[src/rtl/wdog_macros.svh]
`ifndef WDOG_MACROS_SVH
`define WDOG_MACROS_SVH

// ==================================================
// Widths
// ==================================================
`define WDOG_DATA_W 32 // APB data and register word
`define WDOG_ADDR_W 10 // Word address, PADDR[11:2]
`define WDOG_HALF_W 16 // One counter half-word
`define WDOG_CTRL_W 2  // Interrupt and reset enables

// ==================================================
// Register word addresses
// ==================================================
`define WDOG_LOAD_ADDR   10'h000 // Byte offset 0x000
`define WDOG_VALUE_ADDR  10'h001 // Byte offset 0x004
`define WDOG_CTRL_ADDR   10'h002 // Byte offset 0x008
`define WDOG_INTCLR_ADDR 10'h003 // Byte offset 0x00C
`define WDOG_RIS_ADDR    10'h004 // Byte offset 0x010
`define WDOG_MIS_ADDR    10'h005 // Byte offset 0x014
`define WDOG_LOCK_ADDR   10'h300 // Byte offset 0xC00

// ==================================================
// Reset values and keys
// ==================================================
// Counter also comes out of reset at this value
`define WDOG_LOAD_RESET 32'hFFFF_FFFF

`define WDOG_CTRL_RESET 2'b00 // Interrupt and reset disabled
`define WDOG_LOCK_RESET 1'b0  // Unlocked after reset

// Only this value unlocks, anything else locks
`define WDOG_LOCK_KEY 32'h1ACC_E551

`endif
[src/rtl/wdog_pkg.sv]
`include "wdog_macros.svh"

package wdog_pkg;

  // ==================================================
  // Vector types
  // ==================================================
  typedef logic [`WDOG_DATA_W-1:0] wdog_data_t; // Register or bus word
  typedef logic [`WDOG_ADDR_W-1:0] wdog_addr_t; // APB word address
  typedef logic [`WDOG_HALF_W-1:0] wdog_half_t; // Counter half-word

  // Bit 0 interrupt enable, bit 1 reset enable
  typedef logic [`WDOG_CTRL_W-1:0] wdog_ctrl_t;

  // ==================================================
  // Error response FSM
  // ==================================================
  typedef enum logic [1:0]
  {
    IDLE      = 2'b00, // Transfer accepted, PREADY high
    NOT_READY = 2'b01, // Wait cycle ahead of the error
    ERROR     = 2'b10  // PREADY and PSLVERR both high
  } resp_state_t;

endpackage

[src/rtl/wdog_ctrl_if.sv]
`timescale 1ns/100ps

// Register file to timer link, all on PCLK
interface wdog_ctrl_if;

  // Register file side
  wdog_pkg::wdog_data_t load_val; // Current LOAD contents
  logic                 load_wr;  // One cycle, aligned with load_val
  logic                 int_en;   // CONTROL[0]
  logic                 res_en;   // CONTROL[1]
  logic                 int_clr;  // One cycle INTCLR strobe

  // Timer side
  wdog_pkg::wdog_data_t count;    // VALUE read-back
  logic                 ris;      // Raw interrupt status
  logic                 mis;      // Masked interrupt status

  modport regs
  (
    output load_val, load_wr, int_en, res_en, int_clr,
    input  count, ris, mis
  );

  modport timer
  (
    input  load_val, load_wr, int_en, res_en, int_clr,
    output count, ris, mis
  );

endinterface

[src/rtl/wdog_apb_top.sv]
`timescale 1ns/100ps

module wdog_apb_top
(
  input  logic                 PCLK,
  input  logic                 PRESETn,
  // APB
  input  logic                 i_psel,
  input  logic                 i_penable,
  input  logic                 i_pwrite,
  input  wdog_pkg::wdog_addr_t i_paddr,    // PADDR[11:2]
  input  wdog_pkg::wdog_data_t i_pwdata,
  output wdog_pkg::wdog_data_t o_prdata,
  output logic                 o_pready,
  output logic                 o_pslverr,
  // Watchdog
  output logic                 o_wdog_int,
  output logic                 o_wdog_res
);

  logic err; // Setup phase flagged illegal

  wdog_ctrl_if u_ctrl_if ();

  wdog_apb_regs u_regs
  (
    .PCLK      (PCLK),
    .PRESETn   (PRESETn),
    .i_psel    (i_psel),
    .i_penable (i_penable),
    .i_pwrite  (i_pwrite),
    .i_paddr   (i_paddr),
    .i_pwdata  (i_pwdata),
    .i_err     (err),
    .o_prdata  (o_prdata),
    .ctrl      (u_ctrl_if.regs)
  );

  wdog_resp_fsm u_resp
  (
    .PCLK      (PCLK),
    .PRESETn   (PRESETn),
    .i_psel    (i_psel),
    .i_penable (i_penable),
    .i_pwrite  (i_pwrite),
    .i_paddr   (i_paddr),
    .i_pwdata  (i_pwdata),
    .o_err     (err),
    .o_pready  (o_pready),
    .o_pslverr (o_pslverr)
  );

  wdog_timer u_timer
  (
    .PCLK       (PCLK),
    .PRESETn    (PRESETn),
    .ctrl       (u_ctrl_if.timer),
    .o_wdog_int (o_wdog_int),
    .o_wdog_res (o_wdog_res)
  );

endmodule

[src/rtl/wdog_timer.sv]
`timescale 1ns/100ps

`include "wdog_macros.svh"

module wdog_timer
(
  input  logic       PCLK,
  input  logic       PRESETn,
  wdog_ctrl_if.timer ctrl,
  output logic       o_wdog_int,
  output logic       o_wdog_res
);

  wdog_pkg::wdog_data_t reg_count;
  wdog_pkg::wdog_data_t count_mux;   // Reload or decremented value
  wdog_pkg::wdog_half_t cnt_lo;
  wdog_pkg::wdog_half_t cnt_hi;
  wdog_pkg::wdog_half_t nxt_count_low;
  wdog_pkg::wdog_half_t nxt_count_high;
  wdog_pkg::wdog_half_t high_count;  // Upper half feeding the carry
  logic                 nxt_carry_0;
  logic                 nxt_carry_1;
  logic [1:0]           reg_carry;
  logic                 carry_msb;   // Count hit zero, one cycle
  logic                 reload;
  logic                 count_run;
  logic                 int_en_reg;
  logic                 int_en_rise;
  logic                 stop_reg;
  logic                 res_set;
  logic                 int_clr_w;
  logic                 int_clr_reg;
  logic                 ris_reg;
  logic                 ris_read;
  logic                 res_reg;

  assign cnt_lo = reg_count[`WDOG_HALF_W-1:0];
  assign cnt_hi = reg_count[`WDOG_DATA_W-1:`WDOG_HALF_W];

  // ==================================================
  // Reload and run conditions
  // ==================================================
  always_ff @(posedge PCLK or negedge PRESETn)
  begin
    if (!PRESETn)
      int_en_reg <= 1'b0;
    else
      int_en_reg <= ctrl.int_en;
  end

  assign int_en_rise = ctrl.int_en & ~int_en_reg;

  // New LOAD, timeout, interrupt enabled or cleared
  assign reload    = ctrl.load_wr | carry_msb | int_en_rise | int_clr_w;
  assign count_run = (ctrl.int_en & ~stop_reg) | ctrl.load_wr;

  // ==================================================
  // Split down-counter
  // ==================================================
  assign nxt_count_low = cnt_lo - 1'b1;

  always_comb
  begin
    if (reload)
      nxt_carry_0 = (ctrl.load_val[`WDOG_HALF_W-1:0] == '0);
    else
      nxt_carry_0 = (cnt_lo == wdog_pkg::wdog_half_t'(1)); // Low half about to wrap
  end

  // Upper half moves only on a registered borrow
  assign nxt_count_high = reg_carry[0] ? (cnt_hi - 1'b1) : cnt_hi;
  assign high_count = reload ? ctrl.load_val[`WDOG_DATA_W-1:`WDOG_HALF_W] : cnt_hi;
  assign nxt_carry_1 = (high_count == '0) & nxt_carry_0 & ~carry_msb;

  always_ff @(posedge PCLK or negedge PRESETn)
  begin
    if (!PRESETn)
      reg_carry <= 2'b00;
    else if (count_run)
      reg_carry <= {nxt_carry_1, nxt_carry_0};
  end

  assign carry_msb = reg_carry[1];
  assign count_mux = reload ? ctrl.load_val : {nxt_count_high, nxt_count_low};

  always_ff @(posedge PCLK or negedge PRESETn)
  begin
    if (!PRESETn)
      reg_count <= `WDOG_LOAD_RESET;
    else if (count_run)
      reg_count <= count_mux;
  end

  assign ctrl.count = reg_count; // VALUE read-back

  // Halted after a reset until LOAD is written again
  always_ff @(posedge PCLK or negedge PRESETn)
  begin
    if (!PRESETn)
      stop_reg <= 1'b0;
    else if (ctrl.load_wr)
      stop_reg <= 1'b0;
    else if (res_set)
      stop_reg <= 1'b1;
  end

  // ==================================================
  // Interrupt
  // ==================================================
  // Clear held until the timeout carry has gone
  assign int_clr_w = ctrl.int_clr | (carry_msb & int_clr_reg);

  always_ff @(posedge PCLK or negedge PRESETn)
  begin
    if (!PRESETn)
    begin
      int_clr_reg <= 1'b0;
      ris_reg     <= 1'b0;
    end
    else
    begin
      int_clr_reg <= int_clr_w;
      ris_reg     <= (carry_msb | ris_reg) & ~int_clr_w; // Sticky until cleared
    end
  end

  assign ris_read   = ris_reg & ~int_clr_w;
  assign ctrl.ris   = ris_read;
  assign ctrl.mis   = ris_read & ctrl.int_en;
  assign o_wdog_int = ctrl.mis;

  // ==================================================
  // Reset
  // ==================================================
  // Second timeout with the interrupt still pending
  assign res_set = ctrl.res_en & ris_reg & carry_msb;

  always_ff @(posedge PCLK or negedge PRESETn)
  begin
    if (!PRESETn)
      res_reg <= 1'b0;
    else if (!ctrl.res_en)
      res_reg <= 1'b0; // Only a disable releases it
    else if (res_set)
      res_reg <= 1'b1;
  end

  assign o_wdog_res = res_reg;

endmodule

[src/rtl/wdog_resp_fsm.sv]
`timescale 1ns/100ps

`include "wdog_macros.svh"

module wdog_resp_fsm
(
  input  logic                 PCLK,
  input  logic                 PRESETn,
  input  logic                 i_psel,
  input  logic                 i_penable,
  input  logic                 i_pwrite,
  input  wdog_pkg::wdog_addr_t i_paddr,
  input  wdog_pkg::wdog_data_t i_pwdata,
  output logic                 o_err,     // Illegal setup phase, combinational
  output logic                 o_pready,
  output logic                 o_pslverr
);

  logic                  wr_legal;  // Address takes writes
  logic                  rd_legal;  // Address takes reads
  logic                  load_zero; // Zero written to LOAD
  wdog_pkg::resp_state_t state_q;
  wdog_pkg::resp_state_t state_d;

  // ==================================================
  // Illegal transfer decode
  // ==================================================
  always_comb
  begin
    wr_legal = 1'b0;
    rd_legal = 1'b0;
    case (i_paddr)
      `WDOG_LOAD_ADDR,
      `WDOG_CTRL_ADDR,
      `WDOG_LOCK_ADDR:
      begin
        wr_legal = 1'b1;
        rd_legal = 1'b1;
      end
      `WDOG_INTCLR_ADDR: wr_legal = 1'b1; // Write only
      `WDOG_VALUE_ADDR:  rd_legal = 1'b1; // Status, read only
      `WDOG_RIS_ADDR:    rd_legal = 1'b1;
      `WDOG_MIS_ADDR:    rd_legal = 1'b1;
      default:           ; // Unmapped, both illegal
    endcase
  end

  assign load_zero = (i_paddr == `WDOG_LOAD_ADDR) && (i_pwdata == '0);

  assign o_err = i_psel & ~i_penable &
                 (i_pwrite ? (~wr_legal | load_zero) : ~rd_legal);

  // ==================================================
  // Response sequencing
  // ==================================================
  always_ff @(posedge PCLK or negedge PRESETn)
  begin
    if (!PRESETn)
      state_q <= wdog_pkg::IDLE;
    else
      state_q <= state_d;
  end

  always_comb
  begin
    state_d   = state_q;
    o_pready  = 1'b1;
    o_pslverr = 1'b0;
    case (state_q)
      wdog_pkg::IDLE:      state_d = o_err ? wdog_pkg::NOT_READY : wdog_pkg::IDLE;
      wdog_pkg::NOT_READY:
      begin
        o_pready = 1'b0; // One wait cycle
        state_d  = wdog_pkg::ERROR;
      end
      wdog_pkg::ERROR:
      begin
        o_pslverr = 1'b1; // Completes with error
        state_d   = wdog_pkg::IDLE;
      end
      default:             state_d = wdog_pkg::IDLE;
    endcase
  end

endmodule

[src/rtl/wdog_apb_regs.sv]
`timescale 1ns/100ps

`include "wdog_macros.svh"

module wdog_apb_regs
(
  input  logic                 PCLK,
  input  logic                 PRESETn,
  input  logic                 i_psel,
  input  logic                 i_penable,
  input  logic                 i_pwrite,
  input  wdog_pkg::wdog_addr_t i_paddr,
  input  wdog_pkg::wdog_data_t i_pwdata,
  input  logic                 i_err,    // Illegal setup phase from response FSM
  output wdog_pkg::wdog_data_t o_prdata,
  wdog_ctrl_if.regs            ctrl
);

  logic                 wr_setup;   // Legal write in setup phase
  logic                 rd_setup;   // Read in setup phase
  logic                 load_en;
  logic                 ctrl_en;
  logic                 intclr_en;
  logic                 lock_en;
  logic                 lock_q;     // 1 = locked
  wdog_pkg::wdog_ctrl_t ctrl_q;
  wdog_pkg::wdog_data_t load_q;
  logic                 load_wr_q;
  logic                 int_clr_q;
  wdog_pkg::wdog_data_t rd_word;
  wdog_pkg::wdog_data_t prdata_q;

  // ==================================================
  // Setup phase decode
  // ==================================================
  // Illegal transfers never reach a register
  assign wr_setup = i_psel & i_pwrite & ~i_penable & ~i_err;
  assign rd_setup = i_psel & ~i_pwrite & ~i_penable;

  // LOCK stays writable, the rest obey the lock bit
  assign lock_en   = wr_setup & (i_paddr == `WDOG_LOCK_ADDR);
  assign load_en   = wr_setup & ~lock_q & (i_paddr == `WDOG_LOAD_ADDR);
  assign ctrl_en   = wr_setup & ~lock_q & (i_paddr == `WDOG_CTRL_ADDR);
  assign intclr_en = wr_setup & ~lock_q & (i_paddr == `WDOG_INTCLR_ADDR);

  // ==================================================
  // Lock, control and load registers
  // ==================================================
  always_ff @(posedge PCLK or negedge PRESETn)
  begin
    if (!PRESETn)
    begin
      lock_q <= `WDOG_LOCK_RESET;
    end
    else if (lock_en)
    begin
      lock_q <= (i_pwdata != `WDOG_LOCK_KEY); // Any non-key value locks
    end
  end

  always_ff @(posedge PCLK or negedge PRESETn)
  begin
    if (!PRESETn)
    begin
      ctrl_q <= `WDOG_CTRL_RESET;
    end
    else if (ctrl_en)
    begin
      ctrl_q <= i_pwdata[`WDOG_CTRL_W-1:0];
    end
  end

  always_ff @(posedge PCLK or negedge PRESETn)
  begin
    if (!PRESETn)
    begin
      load_q <= `WDOG_LOAD_RESET;
    end
    else if (load_en)
    begin
      load_q <= i_pwdata; // Zero already rejected as an error
    end
  end

  // Strobes, one cycle after the write
  always_ff @(posedge PCLK or negedge PRESETn)
  begin
    if (!PRESETn)
    begin
      load_wr_q <= 1'b0;
      int_clr_q <= 1'b0;
    end
    else
    begin
      load_wr_q <= load_en;   // Lines up with the new load_q
      int_clr_q <= intclr_en;
    end
  end

  assign ctrl.load_val = load_q;
  assign ctrl.load_wr  = load_wr_q;
  assign ctrl.int_en   = ctrl_q[0];
  assign ctrl.res_en   = ctrl_q[1];
  assign ctrl.int_clr  = int_clr_q;

  // ==================================================
  // Read path
  // ==================================================
  always_comb
  begin
    rd_word = '0; // Unused bits read as zero
    case (i_paddr)
      `WDOG_LOAD_ADDR:  rd_word = load_q;
      `WDOG_VALUE_ADDR: rd_word = ctrl.count;
      `WDOG_CTRL_ADDR:  rd_word[`WDOG_CTRL_W-1:0] = ctrl_q;
      `WDOG_RIS_ADDR:   rd_word[0] = ctrl.ris;
      `WDOG_MIS_ADDR:   rd_word[0] = ctrl.mis;
      `WDOG_LOCK_ADDR:  rd_word[0] = lock_q;
      default:          rd_word = '0;
    endcase
  end

  // Captured at the setup edge, valid through the access phase
  always_ff @(posedge PCLK or negedge PRESETn)
  begin
    if (!PRESETn)
    begin
      prdata_q <= '0;
    end
    else if (rd_setup && !i_err)
    begin
      prdata_q <= rd_word;
    end
    else
    begin
      prdata_q <= '0; // Errored or idle bus reads zero
    end
  end

  assign o_prdata = prdata_q;

endmodule

[config.mk]
export PLATFORM = sky130hd
export DESIGN_NAME = wdog_apb_top
export DESIGN_NICKNAME = d
export VERILOG_FILES = /design/src/rtl/wdog_pkg.sv /design/src/rtl/wdog_ctrl_if.sv /design/src/rtl/wdog_apb_top.sv /design/src/rtl/wdog_timer.sv /design/src/rtl/wdog_resp_fsm.sv /design/src/rtl/wdog_apb_regs.sv
export VERILOG_INCLUDE_DIRS = /design/src /design/src/rtl
export SDC_FILE = /design/constraint.sdc
export NUM_CORES = 1
export LEC_CHECK = 0
export BUFFER_PORTS_ARGS = -buffer_cell sky130_fd_sc_hd__buf_2
export CAP_MARGIN = 10
export CORE_MARGIN = 10
export CORE_UTILIZATION = 55
export CTS_CLUSTER_SIZE = 8
export DETAILED_ROUTE_END_ITERATION = 8
export GPL_ROUTABILITY_DRIVEN = 1
export PLACE_DENSITY_LB_ADDON = 0.12
export SYNTH_ARGS = -nofsm -noshare
export SYNTH_HDL_FRONTEND = slang
export SYNTH_HIERARCHICAL = 1
export SYNTH_SLANG_ARGS = --single-unit
[constraint.sdc]
create_clock -name PCLK -period 2.3 [get_ports PCLK]
set_clock_uncertainty 0.1 [all_clocks]
set_input_delay 0.23 -clock PCLK [delete_from_list [all_inputs] [get_ports PCLK]]
set_output_delay 0.23 -clock PCLK [all_outputs]
set_load 0.01 [all_outputs]
==> impl_metrics.json, run 1 <==
{
  "max_freq_mhz": 456,
  "synth_area_um2": 5740,
  "synth_edf_count": 0,
  "die_h_um": 122,
  "yosys.area.top_type": "dfstp_2",
  "power.density_nw_per_um2": 533,
  "ys_seq_elements": 110,
  "synth-xor-area-share_pct": 0,
  "multi_input_area_um2": 2780,
  "coreArea_um2": 10200,
  "cts_made_buffers": 9,
  "ys.flop_type": "dfstp_2",
  "slew-limit-headroom_pct": 56.5,
  "synth_top_area_share_pct": 29.3,
  "dr.pass1.iters": 4,
  "io_pins": 83,
  "synthesis.nets": 588,
  "rows": 37,
  "design_area_um2": 6930,
  "end_kind": "register",
  "synth.area.top_cells": "dfstp_2 29%, dfrtp_1 20%, mux2_4 7.8%, mux2i_1 5.9%, nor2_1 4.4%",
  "synth_top_family_by_area": "simple AND/OR/NAND/NOR gates",
  "initial_core_util_pct": 56.1,
  "synthAdderAreaFrac_pct": 0.654,
  "cap_violations": 0,
  "setup_tns_ps": 0,
  "synth_compound_area_share_pct": 13.0,
  "yosysMostFrequentCell": "nor2_1",
  "die_w_um": 122,
  "synthArstFlopShare_pct": 100,
  "netlist_instances": 538,
  "outcome": "finished, final reports clean",
  "vias_per_cell": 5.89,
  "min_period_ps": 2200,
  "wl_per_cell_um": 18.2,
  "path_clk_slew_ps": 100,
  "regArea_um2": 2830,
  "n_antenna_cell": 0,
  "yosysWarnings": 6,
  "grt_pass1_vias": 4688,
  "final_util_pct": 67.8,
  "num-fill-cells": 848,
  "synth_area_per_cell_um2": 10.7,
  "final_hold_viol_count": 0,
  "antenna_found_initial": 0,
  "ys_types": 61,
  "grt_usage_pct": 20.2,
  "place_inst": 787,
  "htreeDepth": 3,
  "route.detailed.drc": 0,
  "dpl_cell_area_um2": 6670,
  "num_vias": 4760,
  "final_cells": 808,
  "yosys.area_share.simple_pct": 19.4,
  "power.leakage_nw": 3.24,
  "critPathKind": "primary input to register",
  "synthMuxAreaShare_pct": 14.6,
  "final_nets": 717,
  "dieArea_um2": 14900,
  "area_growth_pct": 20.7,
  "fin_crit_sh_pct": 95.4,
  "clock_path_buffers": 2,
  "drive_gt1_share_pct": 40.9,
  "cp.arrival_ps": 2410,
  "clkLatencyLatePin_ps": 390,
  "vdd_drop_max_mv": 0.330,
  "rsz0062_at_grt": "false",
  "wl_mm": 14.7,
  "setup_viol": 0,
  "critPathLaunchType": "primary input",
  "root_buffer": "clkbuf_8",
  "hpwl_mm": 10.8,
  "grt_overflow": 0,
  "cts.sinks": 110,
  "min_path_type": "primary input to register",
  "worstPathMaxFanout": 16,
  "grt_max_degree": 70,
  "netlist_top_cells_count": "68 x nor2_1, 64 x dfstp_2, 46 x dfrtp_1, 35 x a21oi_1, 35 x o21ai_0",
  "drt_iter0_drc": 401,
  "crit_required_ps": 2520,
  "ys_seq_area_share_pct": 49.3,
  "cts_tree": "built",
  "drv_slew": 0,
  "port_buffers": 82,
  "gp_congestion": 0.878,
  "ant_nets": 0,
  "grt_pass1_wl_mm": 24.0,
  "worst_pin_slew_ps": 653
}
[placed cells by master (no fill, tap or decap), types with 3 or more instances in the layout]
cell type and n:
buf_2 81, nor2_1 67, dfstp_2 64, buf_4 55, dfrtp_1 46, o21ai_0 35, a21oi_1 35, mux2i_1 34
mux2_4 30, nand2_1 23, nor3_1 23, nor4_1 15, nand4_1 11, clkbuf_8 10, inv_1 9, nor2b_1 8
o2bb2ai_1 8, a31oi_1 7, a22oi_1 7, nand3_1 6, or4_1 6, dlygate4sd3_1 5, o22ai_1 5, nor4_2 5
buf_12 4, nor4b_1 4, mux2_2 4, nor4bb_1 4, clkinv_2 3, nand3b_1 3, and3_1 3, o21a_1 3
nand2b_1 3, ha_1 3
[final timing paths]
kind | startpoint | endpoint | slack [ps] | cells after the start
worst max-delay path | i_pwdata[2] | u_regs/ctrl.load_val[0] | 100 | 11
worst min-delay path | i_pwdata[23] | u_regs/ctrl.load_val[23] | 20 | 2
worst max register to register | u_timer/reg_carry[1] | u_timer/reg_carry[0] | 250 | 6
worst min register to register | u_resp/state_q[1] | u_resp/state_q[1] | 370 | 1
max in group asynchronous | PRESETn | u_timer/ctrl.count[20] | 1320 | 3
min in group asynchronous | PRESETn | u_regs/o_prdata[15] | 120 | 2
[routing by layer]
layer,track usage [%],share of wire [%],vias to the layer above
li1,-,-,2258
met1,28.3,46,2306
met2,30.2,45,181
met3,4.53,7.2,15
met4,6.63,1.5,0
met5,0,0,-
[where the power goes]
part | internal, mW | switching, mW | leakage (nW)
registers | 1.99 | 0.0455 | 1.30
logic | 0.273 | 0.324 | 1.85
clock network | 0.420 | 0.642 | 0.0861
[cell type report]
class                      count  share of cell area [%]
clock buffer                  12                    2.09
clock inverter                 4                   0.325
inverter                       9                   0.487
multi-input combinational    392                    40.1
sequential                   110                    40.9
tap                          136                    2.45
timing repair buffer         145                    13.7
[repair_timing]
action	CTS	global route
gates resized for setup	0	5
hold buffers	5	0
setup endpoints to repair	0	34
buffers inserted	0	0
endpoints found under the hold margin	53	0
[logic make-up (layout without fill, tap and decap cells)]
group / Yosys count / in the layout
mux: 68 / 68
buf+inv: 36 / 170
simple gates: 201 / 201
flops: 110 / 110
compound gates: 120 / 120
fa+ha+maj: 3 / 3
[stage by stage]
stage / hold WS (ps) / power [mW] / worst slack, ps
floorplan: -166 / 2.40 / -17.1
global placement: -4.11 / 2.62 / -332
detailed placement: 0.514 / 2.64 / -379
CTS: 4.19 / 3.71 / 0.528
global route: 16.1 / 3.88 / 19.7
finish: 18.6 / 3.70 / 105
[critical path, stage by stage]
cell,delay [ps]
buf_2,110
nor4_2,270
buf_4,160
nand4_1,80
or4_1,550
o22ai_2,130
nand4bb_4,170
nor2_2,60
nand3_4,120
buf_12,180
mux2_2,340
Power figures use the tool's default switching activity.
==> run 2: changes to the inputs <==
BUFFER_PORTS_ARGS = -buffer_cell sky130_fd_sc_hd__buf_4   (was -buffer_cell sky130_fd_sc_hd__buf_2)
==> impl_metrics.json, run 2 (synthesized netlist as in run 1, its figures left out) <==
{
  "num_vias": 4743,
  "max_freq_mhz": 441,
  "cts_setup_buffers": 0,
  "power.density_nw_per_um2": 539,
  "vias_per_cell": 5.91,
  "worstPathMaxFanout": 16,
  "drv_slew": 0,
  "holdWs_ps": 12.1,
  "area_growth_pct": 24.2,
  "grt_pass1_vias": 4644,
  "end_kind": "register",
  "timing.rr.start": "u_regs/ctrl.load_wr",
  "slew-limit-headroom_pct": 56.5,
  "cts.sinks": 110,
  "htreeDepth": 3,
  "num-fill-cells": 775,
  "startpoint": "i_pwdata[1]",
  "setup_viol": 0,
  "vdd_drop_max_mv": 0.374,
  "final_nets": 712,
  "ant_nets": 0,
  "critPathLaunchType": "primary input",
  "drt_iter0_drc": 345,
  "path_clk_slew_ps": 100,
  "grt_max_degree": 42,
  "design_area_um2": 7130,
  "grt_overflow": 0,
  "worst_pin_slew_ps": 652,
  "critPathKind": "primary input to register",
  "multi_input_area_um2": 2780,
  "wl_per_cell_um": 18.5,
  "final_cells": 803,
  "final_util_pct": 69.7,
  "io_pins": 83,
  "initial_core_util_pct": 56.1,
  "clock_path_buffers": 2,
  "dpl_cell_area_um2": 6880,
  "hpwl_mm": 11.0,
  "slowest_delay_ps": 560,
  "cts_tree": "built",
  "final_hold_viol_count": 0,
  "cap_violations": 0,
  "final_common_cell": "buf_4",
  "antenna_found_initial": 0,
  "regArea_um2": 2830,
  "rows": 37,
  "n_antenna_cell": 0,
  "fin_crit_sh_pct": 98.5,
  "die_w_um": 122,
  "min_path_type": "primary input to register",
  "setup_tns_ps": 0,
  "grt_pass1_wl_mm": 23.8,
  "outcome": "finished, final reports clean",
  "cp_common_cell": "buf_4",
  "min_period_ps": 2270,
  "coreArea_um2": 10200,
  "cts_made_buffers": 9,
  "clkLatencyLatePin_ps": 360,
  "hold_path_startpoint": "i_pwdata[25]",
  "drive_gt1_share_pct": 40.9,
  "dieArea_um2": 14900,
  "die_h_um": 122,
  "wl_mm": 14.9,
  "power.leakage_nw": 3.27,
  "layout_common_cells": "134 x buf_4, 67 x nor2_1, 64 x dfstp_2",
  "grt_usage_pct": 19.7,
  "crit_required_ps": 2500,
  "place_inst": 786,
  "route.detailed.drc": 0,
  "critPathSlowestCell": "or4_1",
  "cp.arrival_ps": 2470,
  "dr.pass1.iters": 4,
  "root_buffer": "clkbuf_8",
  "port_buffers": 82,
  "path_cells": "buf_4, nor4_1, buf_4, nand4_1, or4_1, o22ai_2, nand4bb_4, nor2_2, nand3_4, buf_12, mux2_2",
  "gp_congestion": 0.912
}
[run 2: cell count changes in the layout (fill, tap and decap cells not counted), sizes merged]
| cell | change |
|---|---|
| clkinv | -2 |
| bufinv | +1 |
| buf | -1 |
| clkbuf | +1 |
| dlygate4sd3 | -4 |
[run 2: per-stage QoR]
stage / setup slack, ps / power (mW)
2_1_floorplan: -17.1 / 2.40
3_3_place_gp: -339 / 2.65
3_5_place_dp: -386 / 2.67
4_1_cts: 9.28 / 3.86
5_1_grt: -17.7 / 4.02
6_report: 33.8 / 3.84
[run 2: worst paths after layout]
kind,endpoint,slack (ps),cells after the start
max,u_regs/ctrl.load_val[31],30,11
min,u_regs/ctrl.load_val[25],10,2
max reg2reg,u_timer/ctrl.count[29],200,5
min reg2reg,u_resp/state_q[1],370,1
max in group asynchronous,u_timer/ctrl.count[1],1180,3
min in group asynchronous,u_regs/o_prdata[8],280,2
[run 2: area by class of cell]
class                      instances  share of cell area, %
sequential                       110                   39.7
multi-input combinational        392                   39.0
timing repair buffer             140                   15.6
tap                              136                   2.39
clock buffer                      13                   2.23
clock inverter                     3                  0.596
inverter                           9                  0.474
[run 2: power breakdown]
| group | switching, mW | internal (mW) | total, mW |
|---|---|---|---|
| Clock | 0.630 | 0.564 | 1.19 |
| Sequential | 0.0457 | 1.99 | 2.04 |
| Combinational | 0.320 | 0.293 | 0.612 |
[run 2: metal layers]
metal,global-route usage [%],wire length (µm),vias up,share of wire [%]
met5,0,0,-,0
met3,4.39,1090,17,7.3
met4,6.26,188,0,1.3
met2,30.4,6940,177,47
li1,-,-,2237,-
met1,27.1,6680,2312,45
[run 2: critical path: cells and delay by family]
family	cells	cell delay (ps)
compound gates	1	140
simple gates	6	1280
buf+inv	3	460
mux	1	350
[run 2: what timing repair did]
item	CTS	global route
endpoints found under the setup margin	1	43
hold endpoints to repair	18	0
resized for setup	1	4
hold buffers	1	0
==> run 3: changes to the inputs <==
CORE_UTILIZATION = 52   (was 55)
SKIP_LAST_GASP = 1   (was unset)
clock period = 1.9 ns   (was 2.3 ns; I/O delays follow)
==> impl_metrics.json, run 3 (synthesized netlist as in run 1, its figures left out) <==
{
  "htreeDepth": 3,
  "pwr-share-clk_pct": 32.3,
  "min_period_ps": 2130,
  "slew-limit-headroom_pct": 56.1,
  "die_w_um": 125,
  "worstPathMaxFanout": 8,
  "drt_iter0_drc": 522,
  "die_h_um": 125,
  "worst-path-buf-inv": 4,
  "whs_endpoint": "u_regs/ctrl.load_val[30]",
  "hold_path_startpoint": "i_pwdata[30]",
  "path_clk_slew_ps": 100,
  "drive_gt1_share_pct": 50.6,
  "wl_per_cell_um": 19.5,
  "grt_pass1_vias": 5004,
  "ant_nets": 0,
  "switching_share_pct": 26.4,
  "intPower_mw": 3.62,
  "area_growth_pct": 37.4,
  "cap_violations": 0,
  "timing.rr.start": "u_timer/ctrl.count[1]",
  "cts_tree": "built",
  "route.detailed.drc": 0,
  "vias_per_cell": 5.88,
  "power.leakage_nw": 3.60,
  "slowest_delay_ps": 530,
  "final_hold_viol_count": 0,
  "worst_pin_slew_ps": 659,
  "rsz0062_at_grt": "true",
  "finalPower_mw": 4.92,
  "max_freq_mhz": 469,
  "design_area_um2": 7890,
  "num_vias": 4995,
  "place_inst": 820,
  "p_sw_mw": 1.30,
  "dpl_cell_area_um2": 7150,
  "drv_slew": 0,
  "r2r_cells": 7,
  "min_path_type": "primary input to register",
  "final_nets": 754,
  "crit_required_ps": 2110,
  "p_seq_share_pct": 50.1,
  "fin_crit_sh_pct": 112,
  "initial_core_util_pct": 53.0,
  "grt_overflow": 0,
  "grt_pass1_wl_mm": 25.8,
  "antenna_found_initial": 0,
  "dieArea_um2": 15600,
  "clkLatencyLatePin_ps": 380,
  "crit_family": "simple AND/OR/NAND/NOR gates",
  "dr.pass1.iters": 5,
  "path_cells": "buf_4, nor4_4, buf_4, nand2_2, or4_4, o22ai_4, nand4bb_4, nor2_4, nand3_4, buf_12, buf_12, mux2_4",
  "use_met1_pct": 26.5,
  "coreArea_um2": 10800,
  "min_path_cells": 3,
  "fin_ws_ps": -234,
  "violations": "negative setup slack",
  "globalRouteMet2Util_pct": 31.5,
  "gp_congestion": 0.844,
  "io_pins": 83,
  "critPathSlowestCell": "or4_4",
  "hpwl_mm": 11.4,
  "layout_common_cells": "160 x buf_4, 64 x dfstp_2, 47 x nor2_1",
  "num-fill-cells": 770,
  "cts.sinks": 110,
  "grt_use_met3_pct": 4.56,
  "final_cells": 849,
  "cp.arrival_ps": 2340,
  "port_buffers": 82,
  "final_common_cell": "buf_4",
  "grt-busiest-layer": "met2",
  "cts_made_buffers": 9,
  "vdd_drop_max_mv": 0.352,
  "root_buffer": "clkbuf_8",
  "outcome": "complete, but fails checks",
  "setup_viol": 58,
  "end_kind": "register",
  "combPwrFrac_pct": 17.6,
  "r2r-end": "u_timer/ctrl.count[14]",
  "critPathLaunchType": "primary input",
  "wl_mm": 16.5,
  "grt_usage_pct": 19.7,
  "grt_max_degree": 41,
  "place_ws_ps": -819,
  "power.density_nw_per_um2": 624,
  "critPathKind": "primary input to register",
  "rows": 38,
  "holdWs_ps": 41.3,
  "rrSetupSlack_ps": 40,
  "clock_path_buffers": 2,
  "n_antenna_cell": 0
}
-- run 3: area by class of cell --
class	instances	area [µm²]	area share [%]
flip-flops and latches	110	2830	35.9
clock inverters	6	83.8	1.06
repair buffers	182	1550	19.6
multi-input cells	392	3080	39.0
clock buffers	10	138	1.74
inverters	9	33.8	0.428
well taps	140	175	2.22
-- run 3: per-layer routing --
| layer | up-vias | share of wire [%] |
|---|---|---|
| met5 | - | 0 |
| met4 | 0 | 1.1 |
| met3 | 15 | 6.9 |
| met2 | 178 | 49 |
| met1 | 2468 | 43 |
| li1 | 2334 | - |
-- run 3: power groups by stage --
stage | clock network [mW] | logic [mW] | registers (mW)
floorplan | 0 | 0.414 | 2.49
global placement | 0 | 0.755 | 2.50
detailed placement | 0 | 0.775 | 2.51
CTS | 1.61 | 0.797 | 2.47
global route | 1.69 | 0.955 | 2.48
finish | 1.59 | 0.864 | 2.47
-- run 3: metrics by stage --
step / util [%] / setup TNS, ps
2_1_floorplan: - / -12240
3_3_place_gp: 66.0 / -40450
3_5_place_dp: 66.0 / -43910
4_1_cts: 70.2 / -13700
5_1_grt: 72.8 / -10990
6_report: 72.8 / -9370
-- run 3: worst max path at each step --
| stage | start | endpoint | slack, ps | depth (start not counted) |
|---|---|---|---|---|
| 6_report | i_pwdata[13] | u_regs/ctrl.load_val[5] | -230 | 12 |
| 5_1_grt | i_pwdata[11] | u_regs/ctrl.load_val[5] | -260 | 10 |
| 4_1_cts | i_pwdata[7] | u_regs/ctrl.load_val[12] | -260 | 12 |
| 3_5_place_dp | i_pwdata[2] | u_regs/ctrl.load_val[31] | -820 | 11 |
| 3_3_place_gp | i_pwdata[2] | u_regs/ctrl.load_val[0] | -730 | 11 |
| 2_1_floorplan | i_paddr[9] | u_regs/ctrl.load_val[10] | -360 | 8 |
-- run 3: worst reg2reg max path, stage by stage, from the launching register on --
cell,delay [ps]
dfstp_2,400
inv_1,90
ha_2,200
nor2b_4,150
nand4_1,160
or3_4,410
a21oi_2,130
o22a_1,160
-- run 3: repair_timing --
action / 4_1_cts / 5_1_grt
cloned: 2 / 3
hold buffers: 1 / 0
setup endpoints to repair: 73 / 84
buffers inserted: 6 / 6
endpoints found under the hold margin: 52 / 0
pin swaps: 9 / 19
resized for setup: 22 / 65
